--- config.mk ---
export PLATFORM = sky130hd
export DESIGN_NAME = fetchStage
export DESIGN_NICKNAME = d
export VERILOG_FILES = /design/src/common/mipsIsaPkg.sv /design/src/design/fetchStage.sv
export SDC_FILE = /design/constraint.sdc
export NUM_CORES = 2
export LEC_CHECK = 0
export ABC_AREA = 1
export BUFFER_PORTS_ARGS = -buffer_cell sky130_fd_sc_hd__buf_2
export CAP_MARGIN = 20
export CORE_ASPECT_RATIO = 1.4
export CORE_MARGIN = 2
export CORE_UTILIZATION = 65
export CTS_BUF_LIST = sky130_fd_sc_hd__clkbuf_8
export DETAILED_ROUTE_END_ITERATION = 12
export PLACE_DENSITY_LB_ADDON = 0.05
export SETUP_SLACK_MARGIN = 0.15
export SLEW_MARGIN = 20
export SYNTH_ARGS = -nofsm -noshare
export SYNTH_HDL_FRONTEND = slang
export SYNTH_SLANG_ARGS = --single-unit
--- constraint.sdc ---
create_clock -name Clk -period 4.7 [get_ports Clk]
set_input_delay 1.41 -clock Clk [delete_from_list [all_inputs] [get_ports Clk]]
set_output_delay 1.41 -clock Clk [all_outputs]
set_load 0.03 [all_outputs]
--- src/common/mipsIsaPkg.sv ---
/*
 * MIPS32 instruction set definitions
 * Word types, field positions, opcodes, funct codes and memory sizes
 */
package mipsIsaPkg;

   typedef logic [31:0] wordT;
   typedef logic [4:0]  regAddrT;
   typedef logic [5:0]  opcodeT;
   typedef logic [5:0]  functT;

   // Instruction field positions
   localparam int regAddrW = 5;
   localparam int rsLsb    = 21;
   localparam int rtLsb    = 16;
   localparam int rdLsb    = 11;
   localparam int immLsb   = 0;
   localparam int immW     = 16;
   localparam int opLsb    = 26;
   localparam int opW      = 6;
   localparam int fnLsb    = 0;
   localparam int fnW      = 6;

   // Supported opcodes
   localparam opcodeT opRType = 6'h00;
   localparam opcodeT opLw    = 6'h23;
   localparam opcodeT opSw    = 6'h2B;
   localparam opcodeT opBeq   = 6'h04;

   // R-type funct codes
   localparam functT fnAdd = 6'h20;
   localparam functT fnSub = 6'h22;
   localparam functT fnAnd = 6'h24;
   localparam functT fnOr  = 6'h25;
   localparam functT fnSlt = 6'h2A;

   // Memory depths in words, log2
   parameter int imemDepthLog2 = 6;
   parameter int dmemDepthLog2 = 6;

endpackage

--- src/design/fetchStage.sv ---
/*
 * Fetch stage
 * PC, next-PC choice, loadable instruction memory and IF/ID register
 */
`timescale 1ns/1ps

module fetchStage
   import mipsIsaPkg::*;
#(
   parameter int imemDepthLog2 = mipsIsaPkg::imemDepthLog2
) (
   input  logic                     Clk,
   input  logic                     arstN,
   input  bit                       progWe,
   input  logic [imemDepthLog2-1:0] progAddr,
   input  wordT                     progData,
   input  bit                       pcSrc,
   input  wordT                     branchDest,
   output wordT                     instrId,
   output wordT                     pcPlus4Id
);

   wordT pc;
   wordT pcPlus4;
   wordT nextPc;
   wordT instrIf;
   wordT imem [2**imemDepthLog2];

   assign pcPlus4 = pc + 32'd4;
   // Taken beq from memory stage wins
   assign nextPc = pcSrc ? branchDest : pcPlus4;

   always_ff @(posedge Clk or negedge arstN) begin
      if (!arstN) begin
         pc <= '0;
      end else begin
         pc <= nextPc;
      end
   end

   // Program load, only while core held in reset
   always_ff @(posedge Clk) begin
      if (progWe && !arstN) begin
         imem[progAddr] <= progData;
      end
   end

   // Word addressed, async read
   assign instrIf = imem[pc[imemDepthLog2+1:2]];

   // IF/ID, instruction resets to nop
   always_ff @(posedge Clk or negedge arstN) begin
      if (!arstN) begin
         instrId <= '0;
      end else begin
         instrId <= instrIf;
      end
   end

   always_ff @(posedge Clk) begin
      pcPlus4Id <= pcPlus4;
   end

endmodule

==> results.py <==
metrics = {
    "grt": {
        "grt_max_degree": 177,
        "grt_pass1_wl_um": 353200,
        "grt_pass1_vias": 54430,
        "grt.overflow.total": 0,
        "grt_use_total_pct": 36.24,
        "grt_antenna_before_repair": 9,
    },
    "power": {
        "irDropWorstVdd_mv": 0.3689,
        "power.density_mw_per_mm2": 428.3,
        "leakage_nw": 35.50,
        "power_w": 0.04050,
    },
    "worst_setup_path": {
        "critPathMaxStageDelay_ps": 740,
        "critPathSlowestCell": "dfrtp_4",
        "crit_path_end_kind": "flop",
        "reg2reg_to": "instrId[10]",
        "critical_path_required_ps": 5660,
        "cp-start-kind": "flop",
        "critPathMaxFanout": 88,
        "cp_common_cell": "nand2_1",
        "r2r-start": "pc[2]",
        "path_buf_inv": 3,
        "critPathKind": "flop to flop",
        "critPathTopFamily": "buffers and inverters",
        "crit_path_start": "pc[2]",
        "crit_end": "instrId[10]",
        "worstPathArrival_ps": 4510,
        "cp.depth": 11,
        "path_cells": "inv_8 -> buf_12 -> buf_4 -> nand2_1 -> nand2_1 -> nand2_1 -> nand3_1 -> nand3_1 -> nand2_1 -> nand2_1 -> nand2_1",
        "ff2ff_path_depth": 11,
        "reg2reg_slack_ps": 1150,
    },
    "clock_tree": {
        "cts_hold_buf": 0,
        "cts_tree": "done",
        "cts-resized-gates": 0,
        "numCtsBuffers": 326,
        "cts_setup_buffers": 0,
        "cts_root_buffer": "clkbuf_8",
        "clk_path_buf_depth": 4,
        "clk_pin_slew_ps": 60,
        "ctsHtreeMaxLevel": 5,
        "cts_sinks": 2144,
        "clock_latency_ps": 1060,
    },
    "floorplan": {
        "initial_utilization_pct": 65.47,
        "core_area_mm2": 0.1306,
        "die_x_um": 310.6,
        "ios": 138,
        "rows": 157,
        "die_h_um": 433.2,
        "dieArea_mm2": 0.1345,
    },
    "layout": {
        "final_common_cell": "nand2_1",
        "fin_nets": 7620,
        "seq_area_mm2": 0.06375,
        "area_growth_pct": 10.58,
        "final_cell_mix": "3,074 x nand2_1, 2,048 x edfxtp_1, 1,072 x nand3_1",
        "drive_gt1_share_pct": 10.21,
        "fillers": 9090,
        "multi_input_area_mm2": 0.02013,
        "utilization_pct": 72.39,
    },
    "synthesis": {
        "synth-seq-area-share_pct": 74.53,
        "syn_avg_cell_area_um2": 11.68,
        "synth_seq_cells": 2144,
        "yosysWarnings": 0,
        "syn_inst": 7323,
        "ys.flop_type": "edfxtp_1",
        "synth_nets": 7398,
        "ys_types": 32,
        "async_flop_share_pct": 2.985,
        "synth_edf_count": 2048,
        "netlist_area_mm2": 0.08552,
    },
    "timing": {
        "skew_ps": 56.30,
        "setup_viol": 0,
        "finalHoldViolCount": 0,
        "post-route-min-period_ps": 3553,
        "finalCritPeriodShare_pct": 75.60,
        "slew_violations": 0,
        "clock.fmax_mhz": 281.5,
        "max_slew_margin_pct": 28.59,
        "tns_ps": 0,
        "rsz0062_at_grt": "no",
        "tightestPinTransition_ps": 1071,
    },
    "run": {
        "drv_cap": 0,
    },
    "routing": {
        "detail_route.iter0.violations": 8342,
        "dr.pass1.iters": 8,
        "avgRoutedWirePerCell_um": 25.58,
        "viasPerCell": 6.034,
        "vias": 57500,
        "wl_um": 243800,
        "drtAntennaViolNets": 0,
        "drcViolationCount": 0,
    },
    "placement": {
        "globalplace.congestion": 0.9828,
        "port_buffers": 137,
        "dp_hpwl_um": 140600,
    },
    "outcome": {
        "outcome": "complete, no violations",
    },
    "hold_path": {
        "min-delay-start": "pc[1]",
        "hold_path.class": "flop to flop",
    },
}
-- sequential cells by signal, indices dropped and copies added, names as in the netlist --
signal and cells:
imem 2048, instrId 32, pc 32, pcPlus4Id 32
-- cell type report --
class                           count  area share (%)
Multi-Input combinational cell   4701           21.29
Clock buffer                      354           5.152
Clock inverter                    205          0.9037
Tap cell                         1749           2.314
Antenna cell                        4         0.01058
Inverter                           56          0.2580
Timing Repair Buffer              316           2.654
Sequential cell                  2144           67.42
-- synthesized netlist by cell type (all sizes together) (2+ instances only) --
master,count,area share [%]
o21ai,23,0.13
buf,280,1.6
inv,55,0.24
dfxtp,32,0.75
edfxtp,2048,72
a21oi,316,1.8
nor3,6,0.041
xnor2,5,0.051
nand4,22,0.16
nor2,153,0.69
nand3b,5,0.044
a31oi,2,0.015
xor2,14,0.14
clkbuf,142,0.62
dfrtp,64,1.9
nand3,1072,6.3
and3,2,0.015
nand2,3076,14
and2,2,0.015
-- per-stage QoR --
step	worst slack, ps	hold WS, ps	cells	area (um2)
finish	1147	375.4	9529	94560
global route	984.0	383.4	9528	94560
CTS	1217	377.6	9523	94520
detailed placement	569.4	357.5	8964	88790
global placement	610.2	355.3	8964	88790
floorplan	838.9	347.5	7323	85520
-- metal layers --
layer / vias up / track usage (%) / share of wire, %
met3: 558 / 7.189 / 11
met5: - / 0 / 0
li1: 25780 / - / -
met2: 3377 / 56.11 / 47
met1: 27790 / 48.97 / 37
met4: 0 / 20.01 / 5.8
-- where the power goes --
part	internal, W	switching (W)	total, W
sequential	0.0211	0.000242	0.0214
combinational	0.00121	0.00402	0.00523
clock	0.00694	0.00694	0.0139
-- cell families after synthesis --
logic type               after synthesis  synth area share (%)
AND/OR/NAND/NOR                     4339                 20.75
flip-flops                          2144                 74.53
buffers and inverters                478                 2.497
AO/OA/AOI/OAI                        342                 2.007
XOR/XNOR                              19                0.1946
adder cells (fa/ha/maj)                1               0.01463
-- worst min-delay path by stage --
stage / endpoint / slack, ps / depth (start not counted)
2_1_floorplan: pcPlus4Id[0] / 350 / 0
3_3_place_gp: pcPlus4Id[1] / 360 / 0
3_5_place_dp: pcPlus4Id[0] / 360 / 0
4_1_cts: pcPlus4Id[1] / 380 / 0
5_1_grt: pcPlus4Id[0] / 380 / 0
6_report: pcPlus4Id[1] / 380 / 0
-- worst reg2reg max path, cell delays in order, from the launching register on --
cell and delay (ps):
dfrtp_4 740, inv_8 650, buf_12 410, buf_4 470, nand2_1 110, nand2_1 70, nand2_1 60, nand3_1 110
nand3_1 280, nand2_1 290, nand2_1 190, nand2_1 120
Power figures use the tool's default switching activity.
