===== src/common/mipsIsaPkg.sv =====
/*
 * MIPS32 instruction set definitions
 * Word types, field positions, opcodes, funct codes and memory sizes
 */
package mipsIsaPkg;

   typedef logic [31:0] wordT;
   typedef logic [4:0]  regAddrT;
   typedef logic [5:0]  opcodeT;
   typedef logic [5:0]  functT;

   // Instruction field positions
   localparam int regAddrW = 5;
   localparam int rsLsb    = 21;
   localparam int rtLsb    = 16;
   localparam int rdLsb    = 11;
   localparam int immLsb   = 0;
   localparam int immW     = 16;
   localparam int opLsb    = 26;
   localparam int opW      = 6;
   localparam int fnLsb    = 0;
   localparam int fnW      = 6;

   // Supported opcodes
   localparam opcodeT opRType = 6'h00;
   localparam opcodeT opLw    = 6'h23;
   localparam opcodeT opSw    = 6'h2B;
   localparam opcodeT opBeq   = 6'h04;

   // R-type funct codes
   localparam functT fnAdd = 6'h20;
   localparam functT fnSub = 6'h22;
   localparam functT fnAnd = 6'h24;
   localparam functT fnOr  = 6'h25;
   localparam functT fnSlt = 6'h2A;

   // Memory depths in words, log2
   parameter int imemDepthLog2 = 6;
   parameter int dmemDepthLog2 = 6;

endpackage


===== src/common/stageResultIf.sv =====
/*
 * Register write of a later pipeline stage
 * Seen by forwarding, the register file and the core outputs
 */
`timescale 1ns/1ps

interface stageResultIf;

   // Strobe is already qualified by a nonzero destination
   logic        regWrite;
   logic [4:0]  writeReg;
   logic [31:0] result;

   // Stage register producing the write
   modport source (output regWrite, writeReg, result);
   // Forwarding unit and operand muxes
   modport monitor (input regWrite, writeReg, result);
   // Register file write port
   modport write (input regWrite, writeReg, result);

endinterface


===== src/decode/regFile.sv =====
/*
 * Register file
 * 32 words, write-through reads, r0 reads as zero
 */
`timescale 1ns/1ps

module regFile
   import mipsIsaPkg::*;
(
   input  logic               Clk,
   input  logic               arstN,
   input  regAddrT            readAddr1,
   input  regAddrT            readAddr2,
   stageResultIf.write        wbResult,
   output wordT               readData1,
   output wordT               readData2
);

   wordT regs [32];

   always_ff @(posedge Clk or negedge arstN) begin
      if (!arstN) begin
         for (int i = 0; i < 32; i++) begin
            regs[i] <= '0;
         end
      end else if (wbResult.regWrite && wbResult.writeReg != '0) begin
         regs[wbResult.writeReg] <= wbResult.result;
      end
   end

   // Same-cycle writeback bypasses the array
   assign readData1 = (readAddr1 == '0) ? '0 :
                      (wbResult.regWrite && wbResult.writeReg == readAddr1) ?
                      wbResult.result : regs[readAddr1];
   assign readData2 = (readAddr2 == '0) ? '0 :
                      (wbResult.regWrite && wbResult.writeReg == readAddr2) ?
                      wbResult.result : regs[readAddr2];

endmodule


===== src/flat_wrapper.sv =====
// flat-port wrapper written by rule: the top's interface ports become plain ports
module regFile_flat import mipsIsaPkg::*;
  (Clk, arstN, readAddr1, readAddr2, readData1, readData2, wbResult_regWrite, wbResult_writeReg, wbResult_result);
  stageResultIf wbResult_i ();
  input  logic Clk;
  input  logic arstN;
  input  regAddrT readAddr1;
  input  regAddrT readAddr2;
  output wordT readData1;
  output wordT readData2;
  input wire logic [$bits(wbResult_i.regWrite)-1:0] wbResult_regWrite;
  input wire logic [$bits(wbResult_i.writeReg)-1:0] wbResult_writeReg;
  input wire logic [$bits(wbResult_i.result)-1:0] wbResult_result;
  assign wbResult_i.regWrite = wbResult_regWrite;
  assign wbResult_i.writeReg = wbResult_writeReg;
  assign wbResult_i.result = wbResult_result;
  regFile u_core (.Clk(Clk), .arstN(arstN), .readAddr1(readAddr1), .readAddr2(readAddr2), .wbResult(wbResult_i), .readData1(readData1), .readData2(readData2));
endmodule

===== config.mk =====
export PLATFORM = sky130hd
export DESIGN_NAME = regFile_flat
export DESIGN_NICKNAME = d
export VERILOG_FILES = /design/src/common/mipsIsaPkg.sv /design/src/common/stageResultIf.sv /design/src/decode/regFile.sv /design/src/flat_wrapper.sv
export SDC_FILE = /design/constraint.sdc
export NUM_CORES = 2
export LEC_CHECK = 0
export BUFFER_PORTS_ARGS = -buffer_cell sky130_fd_sc_hd__buf_2
export CELL_PAD_IN_SITES_DETAIL_PLACEMENT = 2
export CELL_PAD_IN_SITES_GLOBAL_PLACEMENT = 2
export CORE_MARGIN = 2
export CORE_UTILIZATION = 30
export DETAILED_ROUTE_END_ITERATION = 6
export PLACE_DENSITY = 0.68
export SLEW_MARGIN = 20
export SYNTH_ARGS = -nofsm -noshare
export SYNTH_HDL_FRONTEND = slang
export SYNTH_SLANG_ARGS = --single-unit
export TNS_END_PERCENT = 20

===== constraint.sdc =====
create_clock -name Clk -period 2 [get_ports Clk]
set_input_delay 0.1 -clock Clk [delete_from_list [all_inputs] [get_ports Clk]]
set_output_delay 0.1 -clock Clk [all_outputs]
set_load 0.03 [all_outputs]

==> reports/qor.yml <==
syn_inst: 3815
core_um2: 183000
numPortBuffers: 113
cts.htree.levels: 3
grt_max_degree: 93
routed_wirelength_um: 233000
critical_path.endpoint_type: "output port"
hold_path_class: "input pin to register"
multi_input_area_um2: 28400
synth_xor_xnor_area_share: 0.00158
grt_use_total: 0.247
seq_area_um2: 25600
met2WireLength_um: 113000
synth_ff_type: "dfrtp_1"
crit_arrival_ns: 2.86
power_density_nw_per_um2: 962
period_minus_slack_ns: 2.96
dpl.cell_count: 6644
drive_gt1_frac: 0.590
pre_cts_ws_ns: -0.755
p_sw_mw: 19.6
clkSinkCount: 1024
maxCapViolCount: 0
dr.pass1.iters: 5
wl_per_cell_um: 33.9
synthMuxAreaShare: 0.410
gp_congestion: 0.862
synth_top_family_by_area: "multiplexers"
dr_wl_met3_um: 11900
ys_warn_count: 0
die_area_um2: 188000
power_mw: 66.6
setup_ws_ns: -0.957
antenna_found_initial: 7
worstMarginPinSlew_ns: 1.17
numCtsBuffers: 111
critPathLaunchType: "register"
synth-simple-area-share: 0.0230
synth.most_common_cell: "dfrtp_1"
avgSynthCellArea_um2: 14.5
syn-num-nets: 3865
synth_top_area_frac: 0.464
drcViolationCount: 0
wl_met1_um: 94400
synth.area.top_cells: "dfrtp_1 46%, mux2_2 20%, mux4_2 17%, mux2i_1 3.6%, clkbuf_1 1.6%"
ir_drop_v: 0.000751
reg_top3: "u_core.regs x1024"
final_hold_viol_count: 0
cts_tree: "done"
root_buffer: "clkbuf_16"
final_nets: 4369
vias: 39700
cts_buffer_depth: 3
fp.dieH_um: 433
final_util: 0.378
finalNonFillerCells: 6873
die_x_um: 433
switching_share: 0.295
power.share.clock: 0.337
yosys-top-cells-count: "1024 x dfrtp_1, 986 x mux2_2, 425 x mux4_2"
finClkSkew_ns: 0
overflow: 0
cp_max_fo: 2
largest_reg_flops: 1024
slew_violations: 0
synth_cell_types: 58
ys_seq_elements: 1024
largest_register: "u_core.regs"
worstSkewPairLatency_ns: 0.73
start_util: 0.302
slew_headroom: 0.220
finalSetupViolCount: 64
top_layer_used: "met5"
outcome: "complete, but fails checks"
seq_area_frac_synth: 0.464
postRouteAntennaNets: 0
async_reset_ff_frac: 1.00
vias_per_cell: 5.78
cp.required_ns: 1.90
p_int_mw: 47.0
cts.clk_slew.worst_paths_ns: 0.06
synth_edf_count: 0
hpwl_um: 155000
rsz0062_at_grt: "true"
fin_crit_sh: 1.48
netlist_area_um2: 55300
fmax_mhz: 338
grt_first_pass_wirelength_um: 337000
criticalPathCategory: "register to output port"
io_pins: 114
grt_pass1_vias: 44100
yosys.area_share.adder: 0
drt_iter0_markers: 3177
rows: 157
fillers: 18200
violations: "setup timing"
synth_compound_area_frac: 0.0596
power_frac_seq: 0.418
yosys.area.top_type: "dfrtp_1"
leakagePower_nw: 30.0
area_delta_synth_final_pct: 25.2
p_comb_frac: 0.245
## stage by stage
stage,TNS (ns),instance area (um^2),hold WS (ns)
4_1_cts,-44.87,68900,0.00860
3_3_place_gp,-26.43,63900,0.0618
2_1_floorplan,-0.238,55300,-0.196
5_1_grt,-45.51,69200,0.0677
3_5_place_dp,-28.54,63900,0.0679
6_report,-41.89,69200,0.0384
## timing repair
item | CTS | global route
endpoints found under the hold margin | 1260 | 0
pin swaps | 83 | 30
endpoints found under the setup margin | 64 | 64
hold buffers | 18 | 0
gates resized for setup | 226 | 51
buffers inserted | 11 | 6
## cell usage in the layout, fill, tap and decap left out, types with 19 or more instances in the layout
cell type  count
clkinv_2      22
buf_6         45
nand2_1       72
o22a_1        32
mux4_2       425
a221oi_1      25
buf_2         47
clkbuf_1      19
dfrtp_1     1024
o21ai_0       93
mux2_2       986
buf_4        568
nor2_4        20
o22ai_1       47
a21oi_1       36
clkbuf_8      24
mux2i_1      184
clkbuf_16    113
a22oi_2       20
nor3_1        20
nor2_1        27
a22oi_1       43
buf_12       145
a21oi_2       19
## final timing paths
path                                     start  slack (ns)               end  cells after the start
min in group asynchronous                arstN        0.20  u_core.regs[734]                      3
max reg2reg                   u_core.regs[873]        0.94  u_core.regs[873]                      3
max in group asynchronous                arstN        0.24  u_core.regs[887]                      3
max                           u_core.regs[849]       -0.96     readData1[17]                      5
min reg2reg                   u_core.regs[992]        0.40  u_core.regs[992]                      0
min                        wbResult_result[16]        0.04  u_core.regs[144]                      3
## final cells by class
type                       count  share of cell area
antenna                        3            0.000108
clock inverter                45             0.00953
multi-input combinational   2349               0.411
clock buffer                 155              0.0465
inverter                       5            0.000271
sequential                  1024               0.370
timing repair buffer         828               0.118
tap                         2464              0.0445
## critical path, stage by stage (launching register included)
cell	delay [ns]
dfrtp_1	0.39
mux4_2	0.47
a22o_1	0.22
a221o_1	0.37
a221o_2	0.47
buf_6	0.18
## per-layer routing
metal  track usage  vias to the layer above
met2         0.407                     1422
met1         0.314                    22000
li1              -                    15700
met3        0.0344                      533
met5             0                        -
met4         0.136                        2
## logic make-up after synthesis
logic type,count (synthesis)
DFF,1024
muxes,1611
and+or+nand+nor,258
buffers and inverters,442
AOI/OAI and AO/OA,470
xor gates and xnor gates,10
## power by group through the flow
stage	Sequential, mW	Combinational [mW]	Clock, mW
3_5_place_dp	28.0	15.2	0
2_1_floorplan	26.8	9.84	0
4_1_cts	27.7	16.1	22.8
5_1_grt	28.3	17.2	23.6
3_3_place_gp	27.5	14.7	0
6_report	27.9	16.3	22.4
Power figures use the tool's default switching activity.
