### src/common/mipsCtrlPkg.sv
/*
 * Pipeline control definitions
 * Decoded control bundle, ALU operation codes and forwarding selects
 */
package mipsCtrlPkg;

   // Main decoder to ALU control
   typedef enum logic [1:0] {
      aluOpAdd,
      aluOpSub,
      aluOpFunct
   } aluOpT;

   // ALU function
   typedef enum logic [2:0] {
      aluAdd,
      aluSub,
      aluAnd,
      aluOr,
      aluSlt,
      aluZero
   } aluCtrlT;

   // Operand source in execute
   typedef enum logic [1:0] {
      fwdReg,
      fwdMem,
      fwdWb
   } fwdSelT;

   // Control carried from decode down the pipeline
   typedef struct packed {
      logic  regWrite;
      logic  memToReg;
      logic  branch;
      logic  memRead;
      logic  memWrite;
      logic  regDst;
      logic  aluSrc;
      aluOpT aluOp;
   } ctrlT;

endpackage

### src/common/mipsIsaPkg.sv
/*
 * MIPS32 instruction set definitions
 * Word types, field positions, opcodes, funct codes and memory sizes
 */
package mipsIsaPkg;

   typedef logic [31:0] wordT;
   typedef logic [4:0]  regAddrT;
   typedef logic [5:0]  opcodeT;
   typedef logic [5:0]  functT;

   // Instruction field positions
   localparam int regAddrW = 5;
   localparam int rsLsb    = 21;
   localparam int rtLsb    = 16;
   localparam int rdLsb    = 11;
   localparam int immLsb   = 0;
   localparam int immW     = 16;
   localparam int opLsb    = 26;
   localparam int opW      = 6;
   localparam int fnLsb    = 0;
   localparam int fnW      = 6;

   // Supported opcodes
   localparam opcodeT opRType = 6'h00;
   localparam opcodeT opLw    = 6'h23;
   localparam opcodeT opSw    = 6'h2B;
   localparam opcodeT opBeq   = 6'h04;

   // R-type funct codes
   localparam functT fnAdd = 6'h20;
   localparam functT fnSub = 6'h22;
   localparam functT fnAnd = 6'h24;
   localparam functT fnOr  = 6'h25;
   localparam functT fnSlt = 6'h2A;

   // Memory depths in words, log2
   parameter int imemDepthLog2 = 6;
   parameter int dmemDepthLog2 = 6;

endpackage

### src/decode/decodeStage.sv
/*
 * Decode stage
 * Main control, immediate sign extension and ID/EX register
 */
`timescale 1ns/1ps

module decodeStage
   import mipsIsaPkg::*, mipsCtrlPkg::*;
(
   input  logic    Clk,
   input  logic    arstN,
   input  wordT    instrId,
   input  wordT    pcPlus4Id,
   input  wordT    readData1,
   input  wordT    readData2,
   output regAddrT readAddr1,
   output regAddrT readAddr2,
   output ctrlT    ctrlEx,
   output wordT    pcPlus4Ex,
   output wordT    operand1Ex,
   output wordT    operand2Ex,
   output wordT    immEx,
   output regAddrT rsEx,
   output regAddrT rtEx,
   output regAddrT rdEx,
   output functT   functEx
);

   ctrlT ctrlId;
   wordT immId;

   // Register file reads use rs and rt directly
   assign readAddr1 = instrId[rsLsb +: regAddrW];
   assign readAddr2 = instrId[rtLsb +: regAddrW];
   assign immId = {{(32-immW){instrId[immLsb+immW-1]}}, instrId[immLsb +: immW]};

   // Main decoder, unknown opcodes stay inactive
   always_comb begin
      ctrlId = '0;
      case (instrId[opLsb +: opW])
         opRType: begin
            ctrlId.regWrite = 1'b1;
            ctrlId.regDst   = 1'b1;
            ctrlId.aluOp    = aluOpFunct;
         end
         opLw: begin
            ctrlId.regWrite = 1'b1;
            ctrlId.memToReg = 1'b1;
            ctrlId.memRead  = 1'b1;
            ctrlId.aluSrc   = 1'b1;
            ctrlId.aluOp    = aluOpAdd;
         end
         opSw: begin
            ctrlId.memWrite = 1'b1;
            ctrlId.aluSrc   = 1'b1;
            ctrlId.aluOp    = aluOpAdd;
         end
         opBeq: begin
            // Compare by subtraction
            ctrlId.branch = 1'b1;
            ctrlId.aluOp  = aluOpSub;
         end
         default: begin
            ctrlId = '0;
         end
      endcase
   end

   // ID/EX control
   always_ff @(posedge Clk or negedge arstN) begin
      if (!arstN) begin
         ctrlEx <= '0;
      end else begin
         ctrlEx <= ctrlId;
      end
   end

   // ID/EX payload
   always_ff @(posedge Clk) begin
      pcPlus4Ex  <= pcPlus4Id;
      operand1Ex <= readData1;
      operand2Ex <= readData2;
      immEx      <= immId;
      rsEx       <= instrId[rsLsb +: regAddrW];
      rtEx       <= instrId[rtLsb +: regAddrW];
      rdEx       <= instrId[rdLsb +: regAddrW];
      functEx    <= instrId[fnLsb +: fnW];
   end

endmodule

### config.mk
export PLATFORM = sky130hd
export DESIGN_NAME = decodeStage
export DESIGN_NICKNAME = d
export VERILOG_FILES = /design/src/common/mipsCtrlPkg.sv /design/src/common/mipsIsaPkg.sv /design/src/decode/decodeStage.sv
export SDC_FILE = /design/constraint.sdc
export NUM_CORES = 1
export LEC_CHECK = 0
export BUFFER_PORTS_ARGS = -buffer_cell sky130_fd_sc_hd__buf_2
export CAP_MARGIN = 20
export CORE_AREA = 2 2 114 116
export DETAILED_ROUTE_END_ITERATION = 10
export DIE_AREA = 0 0 116 118
export GPL_TIMING_DRIVEN = 0
export SETUP_SLACK_MARGIN = 0.02
export SYNTH_ARGS = -nofsm -noshare
export SYNTH_HDL_FRONTEND = slang
export SYNTH_SLANG_ARGS = --single-unit
### constraint.sdc
create_clock -name Clk -period 1 [get_ports Clk]
set_clock_uncertainty 0.05 [all_clocks]
set_input_delay 0.2 -clock Clk [delete_from_list [all_inputs] [get_ports Clk]]
set_output_delay 0.2 -clock Clk [all_outputs]
set_load 0.05 [all_outputs]
==> flow_metrics.env <==
export IMPL_slew_limit_headroom_pct=83.0
export IMPL_violations="negative setup slack"
export IMPL_cts_root_buffer="clkbuf_16"
export IMPL_clkPwrFrac_pct=40.9
export IMPL_antenna_left=0
export IMPL_synth_compound_area_share_pct=0.501
export IMPL_post_place_ws_ps=-204
export IMPL_grt_pass1_wl_mm=19.4
export IMPL_endpoint_kind="output pin"
export IMPL_mappedNetlistArea_um2=3000
export IMPL_clock_fmax_mhz=695
export IMPL_first_pass_iters=4
export IMPL_fin_ws_ps=-438
export IMPL_worstSetupStartpointType="flop"
export IMPL_fin_crit_ps=1440
export IMPL_drive_gt1_share_pct=78.4
export IMPL_path_cells="buf_4 -> buf_4 -> buf_6"
export IMPL_rsz0062_at_grt="true"
export IMPL_worst_pin_slew_ps=255
export IMPL_swShare_pct=28.1
export IMPL_p_int_mw=10.7
export IMPL_synth_top_family_by_area="buffers and inverters"
export IMPL_post_route_period_util_pct=144
export IMPL_fill_cells=794
export IMPL_synth_avg_cell_area_um2=16.7
export IMPL_slew_viol_final=0
export IMPL_grt_usage_pct=19.5
export IMPL_gp_congestion=0.738
export IMPL_synthDistinctLibCells=12
export IMPL_grt_overflow=0
export IMPL_die_h_um=118
export IMPL_syn_to_final_growth_pct=182
export IMPL_yosysWarnings=0
export IMPL_cap_violations=0
export IMPL_cts_sinks=129
export IMPL_cts_buffers_inserted=17
export IMPL_routed_wl_mm=13.8
export IMPL_netlist_instances=179
export IMPL_wl_per_cell_um=16.9
export IMPL_yosys_area_share_simple_pct=2.34
export IMPL_h_tree_depth=4
export IMPL_power_mw=14.9
export IMPL_cts_tree="built"
export IMPL_status="finished with violations"
export IMPL_leakagePower_nw=3.91
export IMPL_muxShareOfSynthArea_pct=0
export IMPL_ys_seq_elements=129
export IMPL_dieArea_um2=13700
export IMPL_layout_nets=756
export IMPL_first_global_vias=3648
export IMPL_synth_xor_area_share_pct=0
export IMPL_antenna_found_initial=3
export IMPL_p_seq_share_pct=37.9
export IMPL_clk_pin_slew_ps=60
export IMPL_synth_nets=309
export IMPL_crit_fanout=5
export IMPL_cp_slowest_stage_delay_ps=370
export IMPL_p_comb_share_pct=21.2
export IMPL_hold_viol=0
export IMPL_std_cell_rows=41
export IMPL_via_count=3121
export IMPL_p_switching_mw=4.19
export IMPL_initial_core_util_pct=24.1
export IMPL_io_buffers=297
export IMPL_die_w_um=116
export IMPL_crit_slowest_cell="dfxtp_4"
export IMPL_peakVddDrop_mv=1.34
export IMPL_drc=0
export IMPL_final_setup_viol_count=158
export IMPL_yosysSeqAreaShare_pct=87.4
export IMPL_powerDensity_nw_per_um2=1770
export IMPL_io_pins=298
export IMPL_synth_fa_ha_area_share_pct=0
export IMPL_holdWs_ps=53.4
export IMPL_worstPathRequired_ps=750
export IMPL_grt_max_degree=17
export IMPL_post_route_cell_area_um2=8450
export IMPL_drtIter0Drc=60
export IMPL_viasPerCell=3.83
export IMPL_hpwl_mm=7.02
export IMPL_placed_area_um2=4830
export IMPL_crit_path_frequent_cell="buf_4"
export IMPL_crit_type="flop to output pin"
export IMPL_clockBufferDepth=2
export IMPL_core_area_um2=12400
export IMPL_utilization_pct=68.1
export IMPL_hp_class="input port to flop"
export IMPL_worstPathArrival_ps=1190
==> flip-flops by register name (all words and copies together), names as in the netlist <==
name,cells
rdEx,4
pcPlus4Ex,32
functEx,5
operand1Ex,32
ctrlEx,7
immEx,7
rsEx,5
rtEx,5
operand2Ex,32
==> placed cells by master, fill, tap and decap left out, drive strengths merged <==
| cell type | synthesis | layout |
|---|---|---|
| buf | 39 | 341 |
| dlygate4sd3 | 0 | 126 |
| dfxtp | 122 | 122 |
| clkbuf | 0 | 19 |
| dfrtp | 7 | 7 |
| inv | 0 | 6 |
| clkinvlp | 0 | 4 |
| diode | 0 | 3 |
| nor3 | 3 | 3 |
| bufinv | 0 | 2 |
| nor3b | 2 | 2 |
| or4 | 1 | 1 |
| nand4b | 1 | 1 |
| nand3 | 1 | 1 |
| or3 | 1 | 1 |
| a2111oi | 1 | 1 |
| nor2 | 1 | 1 |
| clkinv | 0 | 1 |
==> repair_timing <==
| action | CTS | global route |
|---|---|---|
| hold buffers | 126 | 0 |
| hold endpoints to repair | 136 | 0 |
| gates cloned | 0 | 0 |
| gates resized for setup | 547 | 34 |
| setup endpoints to repair | 158 | 159 |
| buffers inserted | 4 | 1 |
==> path summary, 6_finish.rpt <==
| kind | start | end | slack, ps | cells after the start |
|---|---|---|---|---|
| max | immEx[15] | immEx[16] | -440 | 3 |
| min | instrId[30] | ctrlEx[1] | 50 | 3 |
| max in group asynchronous | arstN | ctrlEx[0] | 610 | 2 |
| min in group asynchronous | arstN | ctrlEx[4] | 120 | 2 |
==> cells in the mapped netlist <==
master / instances / area, µm²
dfrtp_1: 7 / 175
dfxtp_1: 122 / 2440
or4_4: 1 / 11.3
nor2_1: 1 / 3.75
buf_4: 39 / 293
nor3b_1: 1 / 7.51
nor3b_2: 1 / 12.5
or3_1: 1 / 6.26
nand3_1: 1 / 5.00
nor3_1: 3 / 15.0
a2111oi_2: 1 / 15.0
nand4b_1: 1 / 8.76
==> layer usage <==
layer / track usage, % / vias to the layer above / share of wire [%]
met5: 0 / - / 0
met4: 9.60 / 0 / 3.5
met3: 9.11 / 38 / 9.6
met2: 37.4 / 204 / 57
met1: 16.1 / 1457 / 30
li1: - / 1422 / -
==> critical path: cells and delay by family, from the launching register on <==
kind                   cells  cell delay [ps]
buffers and inverters      3              420
flip-flops                 1              370
==> power groups by stage <==
stage | clock [mW] | sequential [mW] | combinational (mW)
2_1_floorplan | 0 | 6.56 | 0.447
3_3_place_gp | 0 | 5.61 | 2.00
3_5_place_dp | 0 | 5.61 | 2.01
4_1_cts | 6.24 | 5.64 | 3.03
5_1_grt | 6.53 | 5.69 | 3.26
6_report | 6.11 | 5.67 | 3.16
==> layout make-up <==
type	count	area [µm²]	share of cell area, %
timing repair buffer	428	4320	51.1
sequential	129	2780	32.8
clock buffer	19	443	5.24
buffer	39	435	5.15
tap	172	215	2.55
clock inverter	13	148	1.75
multi-input combinational	11	108	1.27
antenna	3	7.51	0.0888
==> per-stage QoR <==
step,TNS (ps),std cells
final,-28350,814
after global placement,-3570,648
after floorplan,-1330,179
after CTS,-32280,810
after detailed placement,-3750,648
after global routing,-34370,814
==> cells by family after synthesis <==
group | count (synthesis)
DFF | 129
AOI/OAI and AO/OA | 1
and+or+nand+nor | 10
buffers and inverters | 39
Note: power is estimated with default switching activity, not from simulation.
