**src/common/mipsCtrlPkg.sv**
```systemverilog
/*
 * Pipeline control definitions
 * Decoded control bundle, ALU operation codes and forwarding selects
 */
package mipsCtrlPkg;

   // Main decoder to ALU control
   typedef enum logic [1:0] {
      aluOpAdd,
      aluOpSub,
      aluOpFunct
   } aluOpT;

   // ALU function
   typedef enum logic [2:0] {
      aluAdd,
      aluSub,
      aluAnd,
      aluOr,
      aluSlt,
      aluZero
   } aluCtrlT;

   // Operand source in execute
   typedef enum logic [1:0] {
      fwdReg,
      fwdMem,
      fwdWb
   } fwdSelT;

   // Control carried from decode down the pipeline
   typedef struct packed {
      logic  regWrite;
      logic  memToReg;
      logic  branch;
      logic  memRead;
      logic  memWrite;
      logic  regDst;
      logic  aluSrc;
      aluOpT aluOp;
   } ctrlT;

endpackage

```
**src/common/mipsIsaPkg.sv**
```systemverilog
/*
 * MIPS32 instruction set definitions
 * Word types, field positions, opcodes, funct codes and memory sizes
 */
package mipsIsaPkg;

   typedef logic [31:0] wordT;
   typedef logic [4:0]  regAddrT;
   typedef logic [5:0]  opcodeT;
   typedef logic [5:0]  functT;

   // Instruction field positions
   localparam int regAddrW = 5;
   localparam int rsLsb    = 21;
   localparam int rtLsb    = 16;
   localparam int rdLsb    = 11;
   localparam int immLsb   = 0;
   localparam int immW     = 16;
   localparam int opLsb    = 26;
   localparam int opW      = 6;
   localparam int fnLsb    = 0;
   localparam int fnW      = 6;

   // Supported opcodes
   localparam opcodeT opRType = 6'h00;
   localparam opcodeT opLw    = 6'h23;
   localparam opcodeT opSw    = 6'h2B;
   localparam opcodeT opBeq   = 6'h04;

   // R-type funct codes
   localparam functT fnAdd = 6'h20;
   localparam functT fnSub = 6'h22;
   localparam functT fnAnd = 6'h24;
   localparam functT fnOr  = 6'h25;
   localparam functT fnSlt = 6'h2A;

   // Memory depths in words, log2
   parameter int imemDepthLog2 = 6;
   parameter int dmemDepthLog2 = 6;

endpackage

```
**src/common/stageResultIf.sv**
```systemverilog
/*
 * Register write of a later pipeline stage
 * Seen by forwarding, the register file and the core outputs
 */
`timescale 1ns/1ps

interface stageResultIf;

   // Strobe is already qualified by a nonzero destination
   logic        regWrite;
   logic [4:0]  writeReg;
   logic [31:0] result;

   // Stage register producing the write
   modport source (output regWrite, writeReg, result);
   // Forwarding unit and operand muxes
   modport monitor (input regWrite, writeReg, result);
   // Register file write port
   modport write (input regWrite, writeReg, result);

endinterface

```
**src/design/memoryStage.sv**
```systemverilog
/*
 * Memory stage
 * Data memory, branch decision, writeback select and MEM/WB register
 */
`timescale 1ns/1ps

module memoryStage
   import mipsIsaPkg::*, mipsCtrlPkg::*;
#(
   parameter int dmemDepthLog2 = mipsIsaPkg::dmemDepthLog2
) (
   input  logic                 Clk,
   input  logic                 arstN,
   input  ctrlT                 ctrlMem,
   input  wordT                 branchDestMem,
   input  wordT                 storeDataMem,
   input  bit                   zeroMem,
   stageResultIf.monitor        memResult,
   output bit                   pcSrc,
   output wordT                 branchDest,
   stageResultIf.source         wbResult
);

   wordT                     dmem [2**dmemDepthLog2];
   logic [dmemDepthLog2-1:0] dmemAddr;
   wordT                     loadData;
   wordT                     wbValue;

   // ALU result is the byte address, word aligned
   assign dmemAddr = memResult.result[dmemDepthLog2+1:2];
   assign loadData = ctrlMem.memRead ? dmem[dmemAddr] : '0;

   always_ff @(posedge Clk) begin
      if (ctrlMem.memWrite) begin
         dmem[dmemAddr] <= storeDataMem;
      end
   end

   // Branch resolved here, fetch redirected same cycle
   assign pcSrc      = ctrlMem.branch && zeroMem;
   assign branchDest = branchDestMem;

   assign wbValue = ctrlMem.memToReg ? loadData : memResult.result;

   // MEM/WB strobe
   always_ff @(posedge Clk or negedge arstN) begin
      if (!arstN) begin
         wbResult.regWrite <= 1'b0;
      end else begin
         wbResult.regWrite <= memResult.regWrite;
      end
   end

   // MEM/WB payload
   always_ff @(posedge Clk) begin
      wbResult.writeReg <= memResult.writeReg;
      wbResult.result   <= wbValue;
   end

endmodule

```
**src/flat_wrapper.sv**
```systemverilog
// flat-port wrapper written by rule: the top's interface ports become plain ports
module memoryStage_flat import mipsIsaPkg::*, mipsCtrlPkg::*;
#(
   parameter int dmemDepthLog2 = mipsIsaPkg::dmemDepthLog2
)
  (Clk, arstN, ctrlMem, branchDestMem, storeDataMem, zeroMem, pcSrc, branchDest, memResult_regWrite, memResult_writeReg, memResult_result, wbResult_regWrite, wbResult_writeReg, wbResult_result);
  stageResultIf memResult_i ();
  stageResultIf wbResult_i ();
  input  logic Clk;
  input  logic arstN;
  input  ctrlT ctrlMem;
  input  wordT branchDestMem;
  input  wordT storeDataMem;
  input  bit zeroMem;
  output bit pcSrc;
  output wordT branchDest;
  input wire logic [$bits(memResult_i.regWrite)-1:0] memResult_regWrite;
  input wire logic [$bits(memResult_i.writeReg)-1:0] memResult_writeReg;
  input wire logic [$bits(memResult_i.result)-1:0] memResult_result;
  output wire logic [$bits(wbResult_i.regWrite)-1:0] wbResult_regWrite;
  output wire logic [$bits(wbResult_i.writeReg)-1:0] wbResult_writeReg;
  output wire logic [$bits(wbResult_i.result)-1:0] wbResult_result;
  assign memResult_i.regWrite = memResult_regWrite;
  assign memResult_i.writeReg = memResult_writeReg;
  assign memResult_i.result = memResult_result;
  assign wbResult_regWrite = wbResult_i.regWrite;
  assign wbResult_writeReg = wbResult_i.writeReg;
  assign wbResult_result = wbResult_i.result;
  memoryStage #(.dmemDepthLog2(dmemDepthLog2)) u_core (.Clk(Clk), .arstN(arstN), .ctrlMem(ctrlMem), .branchDestMem(branchDestMem), .storeDataMem(storeDataMem), .zeroMem(zeroMem), .memResult(memResult_i), .pcSrc(pcSrc), .branchDest(branchDest), .wbResult(wbResult_i));
endmodule
```
**config.mk**
```make
export PLATFORM = sky130hd
export DESIGN_NAME = memoryStage_flat
export DESIGN_NICKNAME = d
export VERILOG_FILES = /design/src/common/mipsCtrlPkg.sv /design/src/common/mipsIsaPkg.sv /design/src/common/stageResultIf.sv /design/src/design/memoryStage.sv /design/src/flat_wrapper.sv
export SDC_FILE = /design/constraint.sdc
export NUM_CORES = 2
export LEC_CHECK = 0
export BUFFER_PORTS_ARGS = -buffer_cell sky130_fd_sc_hd__buf_2
export CAP_MARGIN = 20
export CORE_AREA = 2 2 383 385
export DETAILED_ROUTE_END_ITERATION = 16
export DIE_AREA = 0 0 385 387
export PLACE_DENSITY = 0.75
export SYNTH_ARGS = -nofsm -noshare
export SYNTH_HDL_FRONTEND = slang
export SYNTH_SLANG_ARGS = --single-unit
```
**constraint.sdc**
```tcl
create_clock -name Clk -period 2.3 [get_ports Clk]
set_input_delay 0.69 -clock Clk [delete_from_list [all_inputs] [get_ports Clk]]
set_output_delay 0.69 -clock Clk [all_outputs]
set_load 0.02 [all_outputs]
```
==> out/qor.yml <==
run_status:
  status: "finished with violations"
  violations: "setup timing"
cts:
  cts_buffer_depth: 3
  h-tree-depth: 4
  cts.clk_slew.worst_paths_ns: 0.06
  postCtsSetupRepairBufs: 0
  cts_tree: "yes"
  clock_latency_ns: 0.88
  cts.sinks: 2086
  root_buffer: "clkbuf_16"
  numCtsBuffers: 198
floorplanning:
  die_h_um: 387
  coreArea_um2: 145000
  dieWidth_um: 385
  initial_utilization_pct: 54.7
  rows: 140
  dieArea_um2: 149000
  ioPinCount: 185
setup_path:
  cp-start-kind: "primary input"
  arrival_ns: 3.13
  crit_path_end_kind: "flop"
  path_max_fanout: 9
  cp.required_ns: 3.04
  critPathKind: "in -> reg"
logic_synthesis:
  synthArstFlopShare_pct: 0.0479
  synth_nets: 4747
  syn_inst: 4633
  synth_top_area_share_pct: 77.6
  synth_common_cells: "2,048 x edfxtp_1, 536 x a22oi_1, 188 x o22ai_1"
  synth_most_common_cell: "edfxtp_1"
  synth_largest_area_cell: "edfxtp_1"
  synth-edff-count: 2048
  yosys_warnings: 0
  synth_seq_cells: 2086
  synth_cell_types: 70
  seq_area_frac_synth_pct: 78.5
  synth-main-ff-cell: "edfxtp_1"
  syn_area_um2: 79300
  synthTopCellsByArea: "edfxtp_1 78%, a22oi_1 5.1%, a221oi_1 1.7%, mux2i_1 1.6%, o22ai_1 1.5%"
  syn_avg_cell_area_um2: 17.1
power:
  power_density_nw_per_um2: 824
  p_clk_share_pct: 40.3
  internal-power_mw: 62.1
  p_switching_mw: 18.4
  p_total_mw: 80.5
  combPwrFrac_pct: 7.3
  total_leakage_power_nw: 32.1
  netSwitchingFraction_pct: 22.8
  pwr-share-seq_pct: 52.4
  peakVddDrop_mv: 0.690
global_route:
  grt_usage_pct: 40.5
  antenna_found_initial: 22
  grt_max_degree: 65
  grt_overflow: 0
  grt_pass1_vias: 52900
  grt_first_pass_wirelength_um: 413000
routing:
  vias: 55800
  detail_route.first_pass.iterations: 7
  final_antenna_net_count: 0
  wl_per_cell_um: 40.6
  first_iter_violations: 12900
  drt_wl_total_um: 306000
  via_per_inst: 7.40
  drc_errors: 0
sta:
  finalHoldViolCount: 0
  setup_viol: 9
  timing.final.ws_setup_ns: -0.0827
  skew_ns: 0.0349
  timing.fmax_mhz: 420
  whs_ns: 0.121
  relSlewSlack_pct: 25.9
  rsz0062_at_grt: "false"
  period_share_pct: 104
  slew_viol_final: 0
  worstMarginPinSlew_ns: 1.11
  fin_crit_ns: 2.38
cells_and_area:
  drive_gt1_share_pct: 26.2
  area_growth_pct: 23.3
  fillers: 9114
  finalNetCount: 5547
  stdcell_count: 7533
  post-route-cell-area_um2: 97700
placed_design:
  place_inst: 7137
  pre_cts_slack_ns: -0.961
  port-buffer-count: 115
  placed_area_um2: 91100
  hpwlAfterDp_um: 191000
  gp_congestion: 0.985
min_path:
  hp-class: "in -> async"
flow_run:
  max_cap_violations: 0
## routing by layer
metal  vias up  track usage, %  wire, um
li1      20900               -         -
met1     27000            52.1     96300
met2      6338            56.6    127000
met3      1504            16.0     55500
met4        20            27.7     26700
met5         -           0.390       233
## final timing paths
path                            depth (start not counted)                 from  slack [ns]                    endpoint
worst max register to register                          6  u_core.dmem[15][26]        0.07  u_core.wbResult.result[26]
worst min register to register                          3   u_core.dmem[15][6]        0.71   u_core.wbResult.result[6]
max in group asynchronous                               2                arstN        2.10    u_core.wbResult.regWrite
min in group Clk                                        1     storeDataMem[15]        0.12         u_core.dmem[40][15]
worst max-delay path                                   10  memResult_result[7]       -0.08  u_core.wbResult.result[29]
worst min-delay path                                    2                arstN        0.12    u_core.wbResult.regWrite
## sequential cells by signal, indices dropped and copies added (netlist names)
name,count
u_core.dmem,2048
u_core.wbResult.result,32
u_core.wbResult.writeReg,5
u_core.wbResult.regWrite,1
## critical path: stages
cell	delay, ns
buf_2	0.18
buf_4	0.20
and3_1	0.31
nand2_1	0.18
buf_4	0.28
o22ai_1	0.16
nor4_2	0.39
buf_4	0.22
o211ai_1	0.11
o32a_1	0.38
## cells by family after synthesis
logic type	share of synthesized area, %
flops	78.5
buf+inv	2.32
compound gates	13.2
simple gates	2.86
mux	3.13
## power groups by stage
| stage | clock network [mW] | registers (mW) | logic [mW] |
|---|---|---|---|
| final | 32.4 | 42.2 | 5.87 |
| after global placement | 0 | 43.0 | 5.39 |
| after detailed placement | 0 | 43.0 | 5.50 |
| after global routing | 33.7 | 42.2 | 5.92 |
| after CTS | 32.3 | 42.2 | 5.57 |
| after floorplan | 0 | 43.0 | 2.22 |
## metrics by stage
stage               setup TNS, ns  utilization [%]
floorplan                 -986.56                -
global placement          -793.74             62.9
detailed placement        -820.09             62.9
CTS                             0             67.4
global route                    0             67.4
finish                     -0.232             67.5
## final cells by class
cell class / instances / area, um^2 / area share (%)
Sequential cell: 2086 / 62300 / 63.7
Tap cell: 1917 / 2400 / 2.45
Multi-Input combinational cell: 2155 / 15900 / 16.3
Antenna cell: 11 / 27.5 / 0.0282
Clock buffer: 241 / 5180 / 5.30
Timing Repair Buffer: 985 / 10700 / 10.9
Clock inverter: 131 / 1200 / 1.23
Inverter: 7 / 32.5 / 0.0333
## cell usage in the layout (no fill, tap or decap), types with 22 or more instances in the layout
cell,n
nor2_4,67
edfxtp_1,2048
a22oi_1,536
o21ai_0,168
nor2_1,105
buf_2,112
clkbuf_1,40
nand2_1,121
a221oi_1,151
clkbuf_16,201
o221ai_1,27
clkinv_1,55
nor3_1,42
a221o_1,32
a31oi_1,22
nor4_1,28
mux2i_1,123
buf_4,581
o22ai_1,188
a22o_1,39
mux2_2,89
buf_12,282
dfxtp_1,32
a21oi_1,122
clkinv_2,39
## what timing repair did
| item | CTS | global route |
|---|---|---|
| pin swaps | 0 | 0 |
| hold endpoints to repair | 7 | 0 |
| setup endpoints to repair | 6 | 6 |
| resized for setup | 7 | 6 |
| gates cloned | 0 | 0 |
| hold buffers | 7 | 0 |
Note: power is estimated with default switching activity, not from simulation.
