`config.mk`:
```
export PLATFORM = sky130hd
export DESIGN_NAME = executeStage_flat
export DESIGN_NICKNAME = d
export VERILOG_FILES = /design/src/common/mipsCtrlPkg.sv /design/src/common/mipsIsaPkg.sv /design/src/common/stageResultIf.sv /design/src/execute/executeStage.sv /design/src/flat_wrapper.sv
export SDC_FILE = /design/constraint.sdc
export NUM_CORES = 1
export LEC_CHECK = 0
export BUFFER_PORTS_ARGS = -buffer_cell sky130_fd_sc_hd__buf_2
export CORE_MARGIN = 8
export CORE_UTILIZATION = 48
export CTS_CLUSTER_SIZE = 8
export DETAILED_ROUTE_END_ITERATION = 6
export PLACE_DENSITY_LB_ADDON = 0.12
export SLEW_MARGIN = 20
export SYNTH_ARGS = -nofsm -noshare
export SYNTH_HDL_FRONTEND = slang
export SYNTH_SLANG_ARGS = --single-unit
export TNS_END_PERCENT = 30
```
`constraint.sdc`:
```
create_clock -name Clk -period 3.88 [get_ports Clk]
set_clock_uncertainty 0.15 [all_clocks]
set_input_delay 0.388 -clock Clk [delete_from_list [all_inputs] [get_ports Clk]]
set_output_delay 0.388 -clock Clk [all_outputs]
set_load 0.005 [all_outputs]
```
`src/common/mipsCtrlPkg.sv`:
```
/*
 * Pipeline control definitions
 * Decoded control bundle, ALU operation codes and forwarding selects
 */
package mipsCtrlPkg;

   // Main decoder to ALU control
   typedef enum logic [1:0] {
      aluOpAdd,
      aluOpSub,
      aluOpFunct
   } aluOpT;

   // ALU function
   typedef enum logic [2:0] {
      aluAdd,
      aluSub,
      aluAnd,
      aluOr,
      aluSlt,
      aluZero
   } aluCtrlT;

   // Operand source in execute
   typedef enum logic [1:0] {
      fwdReg,
      fwdMem,
      fwdWb
   } fwdSelT;

   // Control carried from decode down the pipeline
   typedef struct packed {
      logic  regWrite;
      logic  memToReg;
      logic  branch;
      logic  memRead;
      logic  memWrite;
      logic  regDst;
      logic  aluSrc;
      aluOpT aluOp;
   } ctrlT;

endpackage

```
`src/common/mipsIsaPkg.sv`:
```
/*
 * MIPS32 instruction set definitions
 * Word types, field positions, opcodes, funct codes and memory sizes
 */
package mipsIsaPkg;

   typedef logic [31:0] wordT;
   typedef logic [4:0]  regAddrT;
   typedef logic [5:0]  opcodeT;
   typedef logic [5:0]  functT;

   // Instruction field positions
   localparam int regAddrW = 5;
   localparam int rsLsb    = 21;
   localparam int rtLsb    = 16;
   localparam int rdLsb    = 11;
   localparam int immLsb   = 0;
   localparam int immW     = 16;
   localparam int opLsb    = 26;
   localparam int opW      = 6;
   localparam int fnLsb    = 0;
   localparam int fnW      = 6;

   // Supported opcodes
   localparam opcodeT opRType = 6'h00;
   localparam opcodeT opLw    = 6'h23;
   localparam opcodeT opSw    = 6'h2B;
   localparam opcodeT opBeq   = 6'h04;

   // R-type funct codes
   localparam functT fnAdd = 6'h20;
   localparam functT fnSub = 6'h22;
   localparam functT fnAnd = 6'h24;
   localparam functT fnOr  = 6'h25;
   localparam functT fnSlt = 6'h2A;

   // Memory depths in words, log2
   parameter int imemDepthLog2 = 6;
   parameter int dmemDepthLog2 = 6;

endpackage

```
`src/common/stageResultIf.sv`:
```
/*
 * Register write of a later pipeline stage
 * Seen by forwarding, the register file and the core outputs
 */
`timescale 1ns/1ps

interface stageResultIf;

   // Strobe is already qualified by a nonzero destination
   logic        regWrite;
   logic [4:0]  writeReg;
   logic [31:0] result;

   // Stage register producing the write
   modport source (output regWrite, writeReg, result);
   // Forwarding unit and operand muxes
   modport monitor (input regWrite, writeReg, result);
   // Register file write port
   modport write (input regWrite, writeReg, result);

endinterface

```
`src/execute/executeStage.sv`:
```
/*
 * Execute stage
 * Forwarded operands, ALU control and ALU, branch target, EX/MEM register
 */
`timescale 1ns/1ps

module executeStage
   import mipsIsaPkg::*, mipsCtrlPkg::*;
(
   input  logic                 Clk,
   input  logic                 arstN,
   input  ctrlT                 ctrlEx,
   input  wordT                 pcPlus4Ex,
   input  wordT                 operand1Ex,
   input  wordT                 operand2Ex,
   input  wordT                 immEx,
   input  regAddrT              rtEx,
   input  regAddrT              rdEx,
   input  functT                functEx,
   input  fwdSelT               fwdA,
   input  fwdSelT               fwdB,
   stageResultIf.source         memResult,
   stageResultIf.monitor        wbResult,
   output ctrlT                 ctrlMem,
   output wordT                 branchDestMem,
   output wordT                 storeDataMem,
   output bit                   zeroMem
);

   wordT    aluA;
   wordT    fwdOperandB;
   wordT    aluB;
   wordT    aluResult;
   wordT    branchDestEx;
   aluCtrlT aluCtrl;
   regAddrT destReg;
   ctrlT    ctrlNext;
   bit      zeroEx;

   function automatic wordT pickOperand(fwdSelT sel, wordT regVal, wordT memVal, wordT wbVal);
      case (sel)
         fwdMem:  return memVal;
         fwdWb:   return wbVal;
         default: return regVal;
      endcase
   endfunction

   assign aluA        = pickOperand(fwdA, operand1Ex, memResult.result, wbResult.result);
   assign fwdOperandB = pickOperand(fwdB, operand2Ex, memResult.result, wbResult.result);
   // Immediate for lw and sw address
   assign aluB = ctrlEx.aluSrc ? immEx : fwdOperandB;

   // ALU control, unsupported funct gives zero
   always_comb begin
      case (ctrlEx.aluOp)
         aluOpAdd: aluCtrl = aluAdd;
         aluOpSub: aluCtrl = aluSub;
         aluOpFunct: begin
            case (functEx)
               fnAdd:   aluCtrl = aluAdd;
               fnSub:   aluCtrl = aluSub;
               fnAnd:   aluCtrl = aluAnd;
               fnOr:    aluCtrl = aluOr;
               fnSlt:   aluCtrl = aluSlt;
               default: aluCtrl = aluZero;
            endcase
         end
         default: aluCtrl = aluZero;
      endcase
   end

   always_comb begin
      case (aluCtrl)
         aluAdd:  aluResult = aluA + aluB;
         aluSub:  aluResult = aluA - aluB;
         aluAnd:  aluResult = aluA & aluB;
         aluOr:   aluResult = aluA | aluB;
         aluSlt:  aluResult = {31'b0, $signed(aluA) < $signed(aluB)};
         default: aluResult = '0;
      endcase
   end

   assign zeroEx       = (aluResult == '0);
   assign branchDestEx = pcPlus4Ex + {immEx[29:0], 2'b00};
   assign destReg      = ctrlEx.regDst ? rdEx : rtEx;

   // Writes to r0 dropped here, so forwarding never sees them
   always_comb begin
      ctrlNext          = ctrlEx;
      ctrlNext.regWrite = ctrlEx.regWrite && (destReg != '0);
   end

   // EX/MEM control
   always_ff @(posedge Clk or negedge arstN) begin
      if (!arstN) begin
         ctrlMem <= '0;
      end else begin
         ctrlMem <= ctrlNext;
      end
   end

   // EX/MEM payload
   always_ff @(posedge Clk) begin
      branchDestMem      <= branchDestEx;
      storeDataMem       <= fwdOperandB;
      zeroMem            <= zeroEx;
      memResult.writeReg <= destReg;
      memResult.result   <= aluResult;
   end

   assign memResult.regWrite = ctrlMem.regWrite;

endmodule

```
`src/flat_wrapper.sv`:
```
// flat-port wrapper written by rule: the top's interface ports become plain ports
module executeStage_flat import mipsIsaPkg::*, mipsCtrlPkg::*;
  (Clk, arstN, ctrlEx, pcPlus4Ex, operand1Ex, operand2Ex, immEx, rtEx, rdEx, functEx, fwdA, fwdB, ctrlMem, branchDestMem, storeDataMem, zeroMem, memResult_regWrite, memResult_writeReg, memResult_result, wbResult_regWrite, wbResult_writeReg, wbResult_result);
  stageResultIf memResult_i ();
  stageResultIf wbResult_i ();
  input  logic Clk;
  input  logic arstN;
  input  ctrlT ctrlEx;
  input  wordT pcPlus4Ex;
  input  wordT operand1Ex;
  input  wordT operand2Ex;
  input  wordT immEx;
  input  regAddrT rtEx;
  input  regAddrT rdEx;
  input  functT functEx;
  input  fwdSelT fwdA;
  input  fwdSelT fwdB;
  output ctrlT ctrlMem;
  output wordT branchDestMem;
  output wordT storeDataMem;
  output bit zeroMem;
  output wire logic [$bits(memResult_i.regWrite)-1:0] memResult_regWrite;
  output wire logic [$bits(memResult_i.writeReg)-1:0] memResult_writeReg;
  output wire logic [$bits(memResult_i.result)-1:0] memResult_result;
  input wire logic [$bits(wbResult_i.regWrite)-1:0] wbResult_regWrite;
  input wire logic [$bits(wbResult_i.writeReg)-1:0] wbResult_writeReg;
  input wire logic [$bits(wbResult_i.result)-1:0] wbResult_result;
  assign memResult_regWrite = memResult_i.regWrite;
  assign memResult_writeReg = memResult_i.writeReg;
  assign memResult_result = memResult_i.result;
  assign wbResult_i.regWrite = wbResult_regWrite;
  assign wbResult_i.writeReg = wbResult_writeReg;
  assign wbResult_i.result = wbResult_result;
  executeStage u_core (.Clk(Clk), .arstN(arstN), .ctrlEx(ctrlEx), .pcPlus4Ex(pcPlus4Ex), .operand1Ex(operand1Ex), .operand2Ex(operand2Ex), .immEx(immEx), .rtEx(rtEx), .rdEx(rdEx), .functEx(functEx), .fwdA(fwdA), .fwdB(fwdB), .memResult(memResult_i), .wbResult(wbResult_i), .ctrlMem(ctrlMem), .branchDestMem(branchDestMem), .storeDataMem(storeDataMem), .zeroMem(zeroMem));
endmodule
```
==> impl_results.md <==
* Status: finished with violations
* Violated checks: setup timing
* Worst Path Arrival at 4.70 ns
* Worst-skew pair later-pin latency at 0.36 ns
* Via count at 15,100
* Design area at 17,500 um2
* Share of cells above drive strength 1 at 43.9%
* Clock tree sinks at 111
* Die ar. at 28,000 um2
* Drt wl/cell at 21.8 um
* Gr usage total at 36.5%
* Worst IR Drop VDD at 0.000274 V
* Net count after synthesis at 1,836
* Setup violators final at 8
* Post-synth cell types at 84
* Core Util, Final at 77.4%
* RSZ-0062 raised after global routing: yes
* Grt total ovfl at 0
* Number of synthesized register bits at 111
* First drt pass iteration count at 7
* Synth Cell Area at 11,000 um2
* First-pass GRT wire length at 81,200 um
* TritonCTS Buffers at 9
* Final Cycle Share at 118%
* Crit path time final at 4.56 ns
* Max_slew headroom at 42.1%
* Vias per cell at 6.02
* GP Congestion at 1.03
* Worst path max stage delay at 0.54 ns
* CP Class: input port to flip-flop
* CP most frequent cell: buf_4
* # port buffers at 302
* CTS tree: yes
* Slew Limit Fails at 0
* Pre-CTS setup slack at -1.28 ns
* Final WL at 54,800 um
* Core Footprint at 22,600 um2
* Power per cell area at 391 nW/um2
* Syn avg cell area at 7.29 um2
* Chip height at 167 um
* Slowest cell on crit path: or4_1
* Initial Utilization at 48.7%
* Ys flop type: dfxtp_1
* Fill cells at 1,698
* FMAX at 219 MHz
* Initial DRC Count at 1,903
* Register area share after synthesis at 20.6%
* CP bufs+invs at 6
* Post-synth EDFFs at 0
* Wl on met1 at 22,000 um
* Async SR Flop Fraction at 8.11%
* Critical Path Start Type: input port
* Clock Tree Buf Depth at 2
* Clock Tree Root: clkbuf_16
* Endpoints failing hold at 0
* Clk slew on worst S/H paths at 0.08 ns
* Post-route insts no fill at 2,509
* Post-DP HPWL at 43,400 um
* Io pins at 309
* Die W at 167 um
* Post-DP Area at 16,000 um2
* Worst hold path type: input port to flip-flop
* Worst path cell trace: buf_6, ha_4, buf_4, buf_12, a21oi_2, o21ai_1, buf_4, ha_1, buf_4, nor2b_1, o21ai_0, a31oi_2, buf_4, a211oi_1, o211a_1, o21ai_0, or4_1, nor4_4, nand4_1, nor3_1, nor4b_2
* Mapped Cells at 1,507
* Vias in the first global route at 14,300
* Top sig layer: met5
* Num rows at 55
* Worst Path Required at 4.02 ns
* Met3 WL at 5580 um
* Placed Cells at 2,450
* Highest net fanout along the worst path at 20
* Initial antenna violation count at 6
* Static Leak at 8.67 nW
* Slew of the pin with the lowest slew margin at 0.859 ns
* Layout net count at 2,542
* Post-route ant nets at 0
* YS warnings at 0
* Largest net degree at the start of global routing at 32
* Drc violations at 0
* Max Cap Viol at 0
* Area delta synth->final at 59.0%
* H-tree lvl count at 3
* Worst setup EP type: flip-flop
* Final setup margin at -0.685 ns
* Metal2 WL at 24,800 um
* Top delay family on crit path: simple AND/OR/NAND/NOR gates
* WHS at 0.0742 ns
[synth_stat cells (10+ instances only)]
cell	number	share of area, %
a21o_1	21	1.4
or3_1	15	0.85
a22oi_1	67	4.6
buf_2	10	0.46
nand2b_1	11	0.63
nand3_1	28	1.3
ha_1	129	15
o31ai_1	18	1.2
o211ai_1	17	1.2
nor3_1	35	1.6
nor2_1	128	4.4
clkbuf_1	60	2.1
nor2b_1	16	0.91
xnor2_1	22	1.8
o21a_1	14	0.96
inv_1	154	5.3
nand4_1	15	0.85
o21ai_0	119	5.4
nand2_1	136	4.6
dfxtp_1	102	19
a21oi_1	130	5.9
a211oi_1	26	1.8
a221oi_1	10	0.80
[registers in the layout, indices dropped and copies added, names as in the netlist]
register and count:
u_core.memResult.regWrite 1, u_core.ctrlMem 8, u_core.memResult.writeReg 5, u_core.memResult.result 32
u_core.zeroMem 1, u_core.storeDataMem 32, u_core.branchDestMem 32
[repair_timing]
item / in CTS / in global routing
setup buffers: 20 / 10
hold buffers: 7 / 0
hold endpoints to repair: 15 / 0
gates resized for setup: 103 / 104
endpoints found under the setup margin: 14 / 17
pin swaps: 39 / 36
[power breakdown]
group	switching [W]	internal (W)	leakage (nW)
clock	0.000494	0.000459	0.149
sequential	0.000123	0.00137	0.962
combinational	0.00227	0.00212	7.56
total	0.00288	0.00394	8.67
[per-stage QoR]
stage | setup TNS [ns] | total power (W)
finish | -1.96 | 0.00683
global route | -2.97 | 0.00715
CTS | -1.55 | 0.00647
detailed placement | -11.03 | 0.00530
global placement | -9.16 | 0.00524
floorplan | -0.595 | 0.00324
[final timing paths]
check / endpoint / from / slack (ns) / cells after the start
worst min-delay path: u_core.ctrlMem[3]$_DFF_PN0_ / ctrlEx[3] / 0.07 / 1
worst max register to register: u_core.zeroMem$_DFF_P_ / u_core.memResult.result[0]$_DFF_P_ / -0.53 / 17
worst max-delay path: u_core.zeroMem$_DFF_P_ / fwdB[1] / -0.68 / 21
max in group asynchronous: u_core.ctrlMem[0]$_DFF_PN0_ / arstN / 3.11 / 2
worst min register to register: u_core.storeDataMem[31]$_DFF_P_ / u_core.memResult.result[31]$_DFF_P_ / 0.59 / 4
min in group asynchronous: u_core.ctrlMem[7]$_DFF_PN0_ / arstN / 0.26 / 2
[cells by family (layout without fill, tap and decap cells)]
kind of cell,count (synthesis),count (layout),share of synthesized area [%]
AO/OA/AOI/OAI,543,543,33.1
AND/OR/NAND/NOR,440,440,18.7
buffers and inverters,237,948,8.49
adder cells (fa/ha/maj),132,132,15.2
flip-flops,111,111,20.6
XOR/XNOR,30,30,2.39
multiplexers,14,14,1.34
other,0,6,0
[final cells by class]
cell class              instances  area [um2]  share of cell area, %
repair buffers                776        5250                   30.1
clock buffers                   9         225                   1.29
well taps                     285         357                   2.04
clock inverters                 7        77.6                  0.444
inverters                     156         593                   3.40
multi-input cells            1159        8680                   49.7
diodes                          6        15.0                 0.0860
flip-flops and latches        111        2270                   13.0
[metal layers]
| layer | up-vias | global-route usage [%] |
|---|---|---|
| met5 | - | 0 |
| li1 | 6863 | - |
| met3 | 171 | 7.78 |
| met2 | 916 | 59.1 |
| met4 | 2 | 15.4 |
| met1 | 7161 | 46.4 |
[cells in the final DEF, fill, tap and decap left out, types with 20 or more instances in the layout]
cell / synthesis / final
buf_4: 2 / 448
buf_2: 10 / 301
inv_1: 154 / 146
nand2_1: 136 / 134
nor2_1: 128 / 122
ha_1: 129 / 107
dfxtp_1: 102 / 102
a21oi_1: 130 / 100
o21ai_0: 119 / 79
a22oi_1: 67 / 62
nor3_1: 35 / 29
a21oi_2: 0 / 28
o21ai_1: 1 / 27
nand3_1: 28 / 27
xnor2_1: 22 / 22
a21o_1: 21 / 20
(Power assumes the default switching activity.)
